<file path="config.mk">
export PLATFORM = sky130hd
export DESIGN_NAME = soc_bus_top
export DESIGN_NICKNAME = d
export VERILOG_FILES = /design/src/hdl/soc_map_pkg.sv /design/src/hdl/bus_pkg.sv /design/src/hdl/bus_req_frontend.sv /design/src/hdl/clint_timer.sv /design/src/hdl/periph_dispatch.sv /design/src/hdl/req_fifo.sv /design/src/hdl/soc_bus_top.sv
export VERILOG_INCLUDE_DIRS = /design/src /design/src/include
export SDC_FILE = /design/constraint.sdc
export NUM_CORES = 1
export LEC_CHECK = 0
export ABC_CLOCK_PERIOD_IN_PS = 4300
export BUFFER_PORTS_ARGS = -buffer_cell sky130_fd_sc_hd__buf_2
export CORE_ASPECT_RATIO = 1.1
export CORE_MARGIN = 3
export CORE_UTILIZATION = 51
export CTS_BUF_LIST = sky130_fd_sc_hd__clkbuf_8
export CTS_CLUSTER_SIZE = 14
export DETAILED_ROUTE_END_ITERATION = 12
export PLACE_DENSITY = 0.75
export REMOVE_ABC_BUFFERS = 1
export SLEW_MARGIN = 20
export SYNTH_ARGS = -nofsm -noshare
export SYNTH_HDL_FRONTEND = slang
export SYNTH_SLANG_ARGS = --single-unit
</file>
<file path="constraint.sdc">
create_clock -name clk -period 4.3 [get_ports clk]
set_clock_uncertainty 0.1 [all_clocks]
set_input_delay 0.645 -clock clk [delete_from_list [all_inputs] [get_ports clk]]
set_output_delay 0.645 -clock clk [all_outputs]
set_load 0.005 [all_outputs]
</file>
<file path="src/include/rom_image.svh">
/* Boot ROM image holding one 32-bit word per entry */

localparam int unsigned RomWords = 64;

// Short boot stub followed by fill patterns
localparam logic [31:0] RomImage [RomWords] = '{
  32'h0000_0297, 32'h0202_8593, 32'hF140_2573, 32'h0182_B283,
  32'h0002_8067, 32'h0000_0000, 32'h8000_0000, 32'h0000_0000,
  32'h1050_0073, 32'hFFDF_F06F, 32'h0010_0513, 32'h00B5_0533,
  32'h4000_0637, 32'h00A6_2023, 32'hFF5F_F06F, 32'h0000_0013,
  32'hDEAD_BEEF, 32'hCAFE_F00D, 32'h1234_5678, 32'h8765_4321,
  32'h0F0F_0F0F, 32'hF0F0_F0F0, 32'h5555_AAAA, 32'hAAAA_5555,
  32'h0000_0001, 32'h0000_0002, 32'h0000_0004, 32'h0000_0008,
  32'h0000_0010, 32'h0000_0020, 32'h0000_0040, 32'h0000_0080,
  32'h0101_0101, 32'h0202_0202, 32'h0404_0404, 32'h0808_0808,
  32'h1010_1010, 32'h2020_2020, 32'h4040_4040, 32'h8080_8080,
  32'h3C3C_C3C3, 32'h9669_6996, 32'h7E81_817E, 32'hA5A5_5A5A,
  32'h0123_4567, 32'h89AB_CDEF, 32'hFEDC_BA98, 32'h7654_3210,
  32'h1111_1111, 32'h2222_2222, 32'h3333_3333, 32'h4444_4444,
  32'h6666_6666, 32'h7777_7777, 32'h9999_9999, 32'hBBBB_BBBB,
  32'hC001_D00D, 32'hB16B_00B5, 32'h0BAD_F00D, 32'hFACE_FEED,
  32'h00FF_00FF, 32'hFF00_FF00, 32'h7FFF_FFFF, 32'hFFFF_FFFE
};

</file>
<file path="src/hdl/soc_map_pkg.sv">
/* Peripheral subsystem address map
   Region tags plus base, length and register offsets of every target */
`default_nettype none

package soc_map_pkg;

  typedef enum logic [1:0] {
    REGION_ROM,
    REGION_CLINT,
    REGION_GPIO,
    REGION_NONE   // Unmapped, answered with an error
  } region_e;

  // ------------------------------
  // Regions
  // ------------------------------
  localparam logic [31:0] RomBase     = 32'h0000_1000;
  localparam logic [31:0] RomLength   = 32'h0000_0100;  // 64 words
  localparam logic [31:0] ClintBase   = 32'h0200_0000;
  localparam logic [31:0] ClintLength = 32'h0001_0000;
  localparam logic [31:0] GpioBase    = 32'h4000_0000;
  localparam logic [31:0] GpioLength  = 32'h0000_1000;

  // Word offset bits inside the CLINT window
  localparam int unsigned ClintWordBits = 14;

  // ------------------------------
  // Register offsets
  // ------------------------------
  localparam logic [31:0] MtimecmpLoOff = 32'h0000_4000;
  localparam logic [31:0] MtimecmpHiOff = 32'h0000_4004;
  localparam logic [31:0] MtimeLoOff    = 32'h0000_BFF8;
  localparam logic [31:0] MtimeHiOff    = 32'h0000_BFFC;
  localparam logic [31:0] LedOff        = 32'h0000_0000;
  localparam logic [31:0] SwOff         = 32'h0000_0008;

endpackage

`default_nettype wire

</file>
<file path="src/hdl/bus_pkg.sv">
/* Host bus types
   Single-word request, buffered entry and response as packed structs */
`default_nettype none

package bus_pkg;
  import soc_map_pkg::*;

  localparam int unsigned AddrWidth = 32;
  localparam int unsigned DataWidth = 32;
  localparam int unsigned StrbWidth = DataWidth / 8;

  typedef enum logic {
    OP_READ,
    OP_WRITE
  } bus_op_e;

  typedef struct packed {
    bus_op_e                op;
    logic [AddrWidth-1:0]   addr;
    logic [DataWidth-1:0]   wdata;
    logic [StrbWidth-1:0]   be;     // One bit per byte lane
  } bus_req_t;

  // Request tagged with its decoded target
  typedef struct packed {
    bus_req_t req;
    region_e  region;
  } bus_entry_t;

  typedef struct packed {
    logic [DataWidth-1:0] rdata;
    logic                 err;
  } bus_resp_t;

endpackage

`default_nettype wire

</file>
<file path="src/hdl/bus_req_frontend.sv">
/* Host request frontend
   Grants while the buffer has room, decodes the region and pushes the entry */
`default_nettype none

module bus_req_frontend
  import soc_map_pkg::*;
  import bus_pkg::*;
(
  input  wire logic       clk,
  input  wire logic       ndmreset_n,
  input  wire logic       req_valid_i,
  input  wire bus_req_t   req_i,
  input  wire logic       full_i,
  output logic            gnt_o,
  output logic            push_o,
  output bus_entry_t      entry_o
);

  region_e region;

  // ------------------------------
  // Address decode
  // ------------------------------
  always_comb begin
    region = REGION_NONE;
    if ((req_i.addr >= RomBase) && (req_i.addr < RomBase + RomLength)) begin
      region = REGION_ROM;
    end else if ((req_i.addr >= ClintBase) && (req_i.addr < ClintBase + ClintLength)) begin
      region = REGION_CLINT;
    end else if ((req_i.addr >= GpioBase) && (req_i.addr < GpioBase + GpioLength)) begin
      region = REGION_GPIO;
    end
  end

  assign gnt_o  = ~full_i;                 // Room in the buffer
  assign push_o = req_valid_i & gnt_o;     // Accepted this cycle

  assign entry_o.req    = req_i;
  assign entry_o.region = region;

  // Host holds a stalled request until it is granted
  a_req_held: assert property (
    @(posedge clk) disable iff (!ndmreset_n)
    (req_valid_i && !gnt_o) |=> (req_valid_i && $stable(req_i))
  ) else $error("host dropped or changed a request before it was granted");

endmodule

`default_nettype wire

</file>
<file path="src/hdl/clint_timer.sv">
/* Core-local timer
   Divide-by-two rtc, 64-bit mtime and mtimecmp, registered timer interrupt */
`default_nettype none

module clint_timer
  import soc_map_pkg::*;
  import bus_pkg::*;
(
  input  wire logic                     clk,
  input  wire logic                     ndmreset_n,
  input  wire logic                     access_i,
  input  wire bus_op_e                  op_i,
  input  wire logic [ClintWordBits-1:0] offset_i,
  input  wire logic [DataWidth-1:0]     wdata_i,
  input  wire logic [StrbWidth-1:0]     be_i,
  output logic [DataWidth-1:0]          rdata_o,
  output logic                          err_o,
  output logic                          timer_irq_o
);

  localparam logic [ClintWordBits-1:0] CmpLoIdx  = MtimecmpLoOff[ClintWordBits+1:2];
  localparam logic [ClintWordBits-1:0] CmpHiIdx  = MtimecmpHiOff[ClintWordBits+1:2];
  localparam logic [ClintWordBits-1:0] TimeLoIdx = MtimeLoOff[ClintWordBits+1:2];
  localparam logic [ClintWordBits-1:0] TimeHiIdx = MtimeHiOff[ClintWordBits+1:2];

  logic                   rtc_q;
  logic                   rtc_prev_q;
  logic [2*DataWidth-1:0] mtime_q;
  logic [2*DataWidth-1:0] mtimecmp_q;
  logic                   irq_q;
  logic                   cmp_we_lo;
  logic                   cmp_we_hi;

  // ------------------------------
  // rtc and mtime
  // ------------------------------
  always_ff @(posedge clk or negedge ndmreset_n) begin
    if (!ndmreset_n) begin
      rtc_q      <= 1'b0;
      rtc_prev_q <= 1'b0;
      mtime_q    <= '0;
    end else begin
      rtc_q      <= ~rtc_q;            // Half the clk rate
      rtc_prev_q <= rtc_q;
      if (rtc_q && !rtc_prev_q) mtime_q <= mtime_q + 1'b1;   // rtc rising phase
    end
  end

  // Register decode, mtime is read-only from the bus
  always_comb begin
    rdata_o   = '0;
    err_o     = 1'b0;
    cmp_we_lo = 1'b0;
    cmp_we_hi = 1'b0;
    case (offset_i)
      CmpLoIdx: begin
        rdata_o   = mtimecmp_q[DataWidth-1:0];
        cmp_we_lo = access_i && (op_i == OP_WRITE);
      end
      CmpHiIdx: begin
        rdata_o   = mtimecmp_q[2*DataWidth-1:DataWidth];
        cmp_we_hi = access_i && (op_i == OP_WRITE);
      end
      TimeLoIdx: begin
        rdata_o = mtime_q[DataWidth-1:0];
        err_o   = (op_i == OP_WRITE);
      end
      TimeHiIdx: begin
        rdata_o = mtime_q[2*DataWidth-1:DataWidth];
        err_o   = (op_i == OP_WRITE);
      end
      default: err_o = 1'b1;
    endcase
  end

  always_ff @(posedge clk or negedge ndmreset_n) begin
    if (!ndmreset_n) begin
      mtimecmp_q <= '1;                  // No interrupt until programmed
    end else begin
      for (int b = 0; b < StrbWidth; b++) begin
        if (cmp_we_lo && be_i[b]) mtimecmp_q[8*b +: 8] <= wdata_i[8*b +: 8];
        if (cmp_we_hi && be_i[b]) mtimecmp_q[DataWidth + 8*b +: 8] <= wdata_i[8*b +: 8];
      end
    end
  end

  always_ff @(posedge clk or negedge ndmreset_n) begin
    if (!ndmreset_n) begin
      irq_q <= 1'b0;
    end else begin
      irq_q <= (mtime_q >= mtimecmp_q);
    end
  end

  assign timer_irq_o = irq_q;

  a_irq_follows_cmp: assert property (
    @(posedge clk) disable iff (!ndmreset_n)
    (mtime_q >= mtimecmp_q) ##1 $stable(mtimecmp_q) |-> timer_irq_o
  ) else $error("timer interrupt missing after mtime reached mtimecmp");

endmodule

`default_nettype wire

</file>
<file path="src/hdl/periph_dispatch.sv">
/* Target dispatch
   Serves the buffer head from ROM, GPIO or CLINT and registers the response */
`default_nettype none

module periph_dispatch
  import soc_map_pkg::*;
  import bus_pkg::*;
#(
  parameter int unsigned GpioWidth = 8
) (
  input  wire logic                 clk,
  input  wire logic                 ndmreset_n,
  input  wire bus_entry_t           head_i,
  input  wire logic                 empty_i,
  input  wire logic [GpioWidth-1:0] sw_i,
  output logic                      pop_o,
  output logic                      resp_valid_o,
  output bus_resp_t                 resp_o,
  output logic [GpioWidth-1:0]      leds_o,
  output logic                      timer_irq_o
);

  `include "rom_image.svh"

  localparam int unsigned RomIdxBits = $clog2(RomWords);

  typedef enum logic {
    IDLE,
    RESP
  } state_e;

  state_e                    state_q;
  bus_resp_t                 resp_q;
  logic [GpioWidth-1:0]      leds_q;

  logic [AddrWidth-1:0]      rom_off;
  logic [AddrWidth-1:0]      clint_off;
  logic [AddrWidth-1:0]      gpio_off;
  logic [DataWidth-1:0]      rdata;
  logic                      err;
  logic                      led_we;
  logic                      clint_access;
  logic [DataWidth-1:0]      clint_rdata;
  logic                      clint_err;

  assign rom_off   = head_i.req.addr - RomBase;
  assign clint_off = head_i.req.addr - ClintBase;
  assign gpio_off  = head_i.req.addr - GpioBase;

  assign pop_o        = (state_q == IDLE) && !empty_i;
  assign clint_access = pop_o && (head_i.region == REGION_CLINT);

  // ------------------------------
  // Serve the head entry
  // ------------------------------
  always_comb begin
    rdata  = '0;
    err    = 1'b0;
    led_we = 1'b0;
    case (head_i.region)
      REGION_ROM: begin
        if (head_i.req.op == OP_WRITE) err = 1'b1;   // ROM is read-only
        else rdata = RomImage[rom_off[RomIdxBits+1:2]];
      end
      REGION_GPIO: begin
        if (gpio_off[AddrWidth-1:2] == LedOff[AddrWidth-1:2]) begin
          if (head_i.req.op == OP_WRITE) led_we = pop_o;
          else rdata = DataWidth'(leds_q);
        end else if (gpio_off[AddrWidth-1:2] == SwOff[AddrWidth-1:2]) begin
          if (head_i.req.op == OP_WRITE) err = 1'b1;  // Switch word cannot be written
          else rdata = DataWidth'(sw_i);
        end else begin
          err = 1'b1;
        end
      end
      REGION_CLINT: begin
        rdata = clint_rdata;
        err   = clint_err;
      end
      default: err = 1'b1;
    endcase
    // Only successful reads carry data
    if (err || head_i.req.op == OP_WRITE) rdata = '0;
  end

  // LED register, byte lanes gate each bit
  always_ff @(posedge clk or negedge ndmreset_n) begin
    if (!ndmreset_n) begin
      leds_q <= '0;
    end else if (led_we) begin
      for (int i = 0; i < GpioWidth; i++) begin
        if (head_i.req.be[i / 8]) leds_q[i] <= head_i.req.wdata[i];
      end
    end
  end

  always_ff @(posedge clk or negedge ndmreset_n) begin
    if (!ndmreset_n) begin
      state_q <= IDLE;
    end else begin
      case (state_q)
        IDLE:    if (pop_o) state_q <= RESP;
        default: state_q <= IDLE;             // Response pulse lasts one cycle
      endcase
    end
  end

  always_ff @(posedge clk) begin
    if (pop_o) begin
      resp_q.rdata <= rdata;
      resp_q.err   <= err;
    end
  end

  assign resp_valid_o = (state_q == RESP);
  assign resp_o       = resp_q;
  assign leds_o       = leds_q;

  clint_timer clint_inst (
    .clk         ( clk                            ),
    .ndmreset_n  ( ndmreset_n                     ),
    .access_i    ( clint_access                   ),
    .op_i        ( head_i.req.op                  ),
    .offset_i    ( clint_off[ClintWordBits+1:2]   ),
    .wdata_i     ( head_i.req.wdata               ),
    .be_i        ( head_i.req.be                  ),
    .rdata_o     ( clint_rdata                    ),
    .err_o       ( clint_err                      ),
    .timer_irq_o ( timer_irq_o                    )
  );

  a_resp_single: assert property (
    @(posedge clk) disable iff (!ndmreset_n) resp_valid_o |=> !resp_valid_o
  ) else $error("response valid held for two cycles");

endmodule

`default_nettype wire

</file>
<file path="src/hdl/req_fifo.sv">
/* In-order request buffer
   Circular storage with read/write pointers and an occupancy count */
`default_nettype none

module req_fifo
  import bus_pkg::*;
#(
  parameter int unsigned FifoDepth = 4
) (
  input  wire logic       clk,
  input  wire logic       ndmreset_n,
  input  wire logic       push_i,
  input  wire bus_entry_t entry_i,
  input  wire logic       pop_i,
  output bus_entry_t      head_o,
  output logic            full_o,
  output logic            empty_o
);

  localparam int unsigned PtrWidth = (FifoDepth > 1) ? $clog2(FifoDepth) : 1;
  localparam int unsigned CntWidth = $clog2(FifoDepth + 1);

  bus_entry_t            mem_q [FifoDepth];
  logic [PtrWidth-1:0]   wr_ptr_q;
  logic [PtrWidth-1:0]   rd_ptr_q;
  logic [CntWidth-1:0]   count_q;

  assign full_o  = (count_q == CntWidth'(FifoDepth));
  assign empty_o = (count_q == '0);
  assign head_o  = mem_q[rd_ptr_q];

  // Entry storage
  always_ff @(posedge clk) begin
    if (push_i) begin
      mem_q[wr_ptr_q] <= entry_i;
    end
  end

  always_ff @(posedge clk or negedge ndmreset_n) begin
    if (!ndmreset_n) begin
      wr_ptr_q <= '0;
      rd_ptr_q <= '0;
      count_q  <= '0;
    end else begin
      if (push_i) begin
        wr_ptr_q <= (wr_ptr_q == PtrWidth'(FifoDepth - 1)) ? '0 : wr_ptr_q + 1'b1;
      end
      if (pop_i) begin
        rd_ptr_q <= (rd_ptr_q == PtrWidth'(FifoDepth - 1)) ? '0 : rd_ptr_q + 1'b1;
      end
      case ({push_i, pop_i})
        2'b10:   count_q <= count_q + 1'b1;
        2'b01:   count_q <= count_q - 1'b1;
        default: count_q <= count_q;      // Both or neither
      endcase
    end
  end

  a_no_pop_empty: assert property (
    @(posedge clk) disable iff (!ndmreset_n) pop_i |-> !empty_o
  ) else $error("pop from an empty request buffer");

  a_no_push_full: assert property (
    @(posedge clk) disable iff (!ndmreset_n) push_i |-> !full_o
  ) else $error("push into a full request buffer");

endmodule

`default_nettype wire

</file>
<file path="src/hdl/soc_bus_top.sv">
/* Peripheral subsystem top
   Host port into frontend, request buffer and target dispatch */
`default_nettype none

module soc_bus_top
  import bus_pkg::*;
#(
  parameter int unsigned FifoDepth = 4,
  parameter int unsigned GpioWidth = 8
) (
  input  wire logic                 clk,
  input  wire logic                 ndmreset_n,
  input  wire logic                 req_valid_i,
  input  wire bus_req_t             req_i,
  input  wire logic [GpioWidth-1:0] sw_i,
  output logic                      gnt_o,
  output logic                      resp_valid_o,
  output bus_resp_t                 resp_o,
  output logic [GpioWidth-1:0]      leds_o,
  output logic                      timer_irq_o
);

  logic       push;
  logic       pop;
  logic       full;
  logic       empty;
  bus_entry_t push_entry;
  bus_entry_t head_entry;

  bus_req_frontend frontend_inst (
    .clk         ( clk         ),
    .ndmreset_n  ( ndmreset_n  ),
    .req_valid_i ( req_valid_i ),
    .req_i       ( req_i       ),
    .full_i      ( full        ),
    .gnt_o       ( gnt_o       ),
    .push_o      ( push        ),
    .entry_o     ( push_entry  )
  );

  req_fifo #(
    .FifoDepth ( FifoDepth )
  ) fifo_inst (
    .clk        ( clk        ),
    .ndmreset_n ( ndmreset_n ),
    .push_i     ( push       ),
    .entry_i    ( push_entry ),
    .pop_i      ( pop        ),
    .head_o     ( head_entry ),
    .full_o     ( full       ),
    .empty_o    ( empty      )
  );

  periph_dispatch #(
    .GpioWidth ( GpioWidth )
  ) dispatch_inst (
    .clk          ( clk          ),
    .ndmreset_n   ( ndmreset_n   ),
    .head_i       ( head_entry   ),
    .empty_i      ( empty        ),
    .sw_i         ( sw_i         ),
    .pop_o        ( pop          ),
    .resp_valid_o ( resp_valid_o ),
    .resp_o       ( resp_o       ),
    .leds_o       ( leds_o       ),
    .timer_irq_o  ( timer_irq_o  )
  );

endmodule

`default_nettype wire

</file>
==> results.py <==
metrics = {
    "outcome": {
        "outcome": "complete, no violations",
    },
    "timing": {
        "setup-tns-final_ns": 0,
        "holdWs_ns": 0.109,
        "final-setup-viol-count": 0,
        "worst_pin_slew_ns": 0.887,
        "finalMaxSlewViolations": 0,
        "rsz0062_at_grt": "false",
        "hold_viol": 0,
        "max_clock_freq_ghz": 0.267,
        "fin_crit_ns": 3.75,
        "maxSlewHeadroom_pct": 40.8,
        "period_share_pct": 87.1,
    },
    "floorplan": {
        "die_h_um": 223,
        "fp.dieW_um": 203,
        "dieArea_um2": 45400,
        "core_area_um2": 41800,
        "io_pins": 124,
        "start_util_pct": 52.4,
        "row_count": 78,
    },
    "synthesis": {
        "yosysWarnings": 0,
        "synthMuxAreaShare_pct": 9.94,
        "synthAdderAreaFrac_pct": 4.61,
        "synth-xor-area-share_pct": 2.68,
        "synth_cells": 1667,
        "yosysUniqueCellTypes": 62,
        "synth-edff-count": 309,
        "synth-seq-area-share_pct": 59.6,
        "avgSynthCellArea_um2": 13.1,
        "synth.cell_area_um2": 21900,
        "synth_seq_cells": 456,
        "synth_compound_area_share_pct": 11.5,
        "ys.flop_type": "edfxtp_1",
        "yosys.area_share.simple_pct": 8.82,
        "synth_top_family_by_area": "compound AO/OA/AOI/OAI gates",
        "async_flop_share_pct": 32.2,
    },
    "setup_path": {
        "crit_type": "reg2reg",
        "crit_required_ns": 4.76,
        "crit_fanout": 18,
        "setup.worst_path.start_class": "flop",
        "endpoint_kind": "flop",
        "crit_arrival_ns": 4.21,
    },
    "cells_and_area": {
        "nets": 2025,
        "layout_commonest_cell": "edfxtp_1",
        "area_delta_synth_final_pct": 15.0,
        "mostFrequentLayoutCells": "309 x edfxtp_1, 120 x buf_2, 104 x inv_1, 104 x nand2_1, 98 x a21oi_1",
        "design_area_um2": 25100,
        "drive_gt1_share_pct": 26.5,
    },
    "clock_tree": {
        "root_buffer": "clkbuf_8",
        "cts-buffers-inserted": 75,
        "tritoncts": "done",
        "clk_pin_slew_worst_paths_ns": 0.06,
        "cts_sinks": 456,
        "clk_path_buf_depth": 3,
        "clock_latency_ns": 0.66,
        "cts_setup_buffers": 0,
        "htreeDepth": 3,
    },
    "route": {
        "wl_per_cell_um": 23.7,
        "vias_per_cell": 6.06,
        "postRouteAntennaNets": 0,
        "first_pass_iters": 5,
        "drt-initial-drc-count": 1302,
        "vias": 15100,
        "drc_errors": 0,
        "wl_mm": 59.1,
    },
    "hold_path": {
        "hold_class": "in2reg",
    },
    "global_route": {
        "grt_use_met3_pct": 4.22,
        "grt_usage_pct": 26.3,
        "grt_antenna_before_repair": 1,
        "grt_max_degree": 82,
        "grt-ovfl-total": 0,
        "grt_pass1_vias": 15500,
        "use_met1_pct": 34.1,
        "globalRouteMet2Util_pct": 43.7,
        "grt_pass1_wl_mm": 91.3,
        "grt_busiest_layer": "met2",
    },
    "placement": {
        "dp_hpwl_mm": 41.9,
        "dpl_cell_area_um2": 23500,
        "gp_congestion": 0.993,
        "port_buffers": 121,
    },
    "power_and_ir_drop": {
        "total_leakage_power_nw": 9.58,
        "total_power_mw": 15.9,
        "power.density_nw_per_um2": 634,
        "vdd_drop_max_mv": 0.442,
    },
    "job": {
        "drv_cap": 0,
    },
}
## report_power, final
group          switching [mW]  leakage [nW]  internal (mW)  total [mW]
sequential              0.249          4.63           5.53        5.78
clock                    1.75         0.894           2.30        4.05
combinational            3.99          4.05           2.12        6.10
total                    5.99          9.58           9.95        15.9
## worst max-delay path, cell delays in order (launching register included)
cell and delay [ns]:
dfrtp_4 0.47, buf_4 0.32, buf_4 0.38, mux4_2 0.64
nand2b_1 0.19, inv_1 0.13, nand3_1 0.31, nor2b_1 0.43
nand2_1 0.34, mux2_2 0.37
## routing by layer
layer	share of wire [%]	vias to the layer above
li1	-	6774
met5	0	-
met2	50	636
met1	40	7542
met3	6.1	137
met4	4.4	0
## state kept, by name, summed over array words and instances (netlist names), 2 cells and up
| register | flops |
|---|---|
| fifo_inst.count_q | 3 |
| fifo_inst.wr_ptr_q | 2 |
| dispatch_inst.clint_inst.mtime_q | 64 |
| dispatch_inst.resp_o | 33 |
| dispatch_inst.leds_o | 8 |
| fifo_inst.mem_q | 276 |
| dispatch_inst.clint_inst.mtimecmp_q | 64 |
| fifo_inst.rd_ptr_q | 2 |
## through the flow
step / std cells / setup WS (ns) / utilization [%]
floorplan: 1597 / -2.09 / -
global placement: 2347 / 0.565 / 56.3
detailed placement: 2347 / 0.554 / 56.3
CTS: 2487 / 0.545 / 60.2
global route: 2488 / 0.318 / 60.2
finish: 2488 / 0.554 / 60.2
## repair_timing
| item | 4_1_cts | 5_1_grt |
|---|---|---|
| hold endpoints to repair | 67 | 0 |
| gates resized for setup | 0 | 0 |
| hold buffers | 1 | 0 |
## cells in the mapped netlist, types with 31 or more instances
| cell type | count | area share, % |
|---|---|---|
| dfrtp_1 | 83 | 9.5 |
| nand3_1 | 33 | 0.76 |
| ha_1 | 79 | 4.5 |
| dfstp_2 | 64 | 7.7 |
| mux4_2 | 53 | 5.5 |
| a21oi_1 | 98 | 2.2 |
| a22oi_1 | 56 | 1.9 |
| xnor2_1 | 43 | 1.7 |
| nor2_1 | 90 | 1.5 |
| o21a_1 | 31 | 1.1 |
| mux2_2 | 80 | 4.1 |
| clkbuf_1 | 42 | 0.72 |
| o21ai_0 | 70 | 1.6 |
| nand2_1 | 104 | 1.8 |
| inv_1 | 82 | 1.4 |
| edfxtp_1 | 309 | 42 |
## worst paths after layout
path	start	end	slack, ns	cells past startpoint
min reg2reg	dispatch_inst.clint_inst.rtc_q	dispatch_inst.clint_inst.rtc_prev_q	0.29	0
max in group asynchronous	ndmreset_n	dispatch_inst.clint_inst.mtimecmp_q[49]	2.52	3
max	fifo_inst.rd_ptr_q[0]	dispatch_inst.clint_inst.mtimecmp_q[8]	0.55	9
min	req_i[22]	fifo_inst.mem_q[0][24]	0.11	1
max reg2reg	fifo_inst.rd_ptr_q[0]	dispatch_inst.clint_inst.mtimecmp_q[8]	0.55	9
min in group asynchronous	ndmreset_n	dispatch_inst.resp_valid_o	0.47	2
## cells by family (layout without fill, tap and decap cells)
logic type	Yosys count	after routing
DFF	456	456
xor gates and xnor gates	67	67
other	0	1
buffers and inverters	152	412
AOI/OAI and AO/OA	383	383
and+or+nand+nor	388	388
muxes	141	141
adders and majority gates	80	80
## layout make-up
class	instances	area, um^2
fillers	3353	16600
flip-flops and latches	456	13000
multi-input cells	1059	8250
repair buffers	191	1230
clock buffers	81	1110
well taps	560	701
clock inverters	58	494
inverters	82	308
diodes	1	2.50
Note: power is estimated with default switching activity, not from simulation.
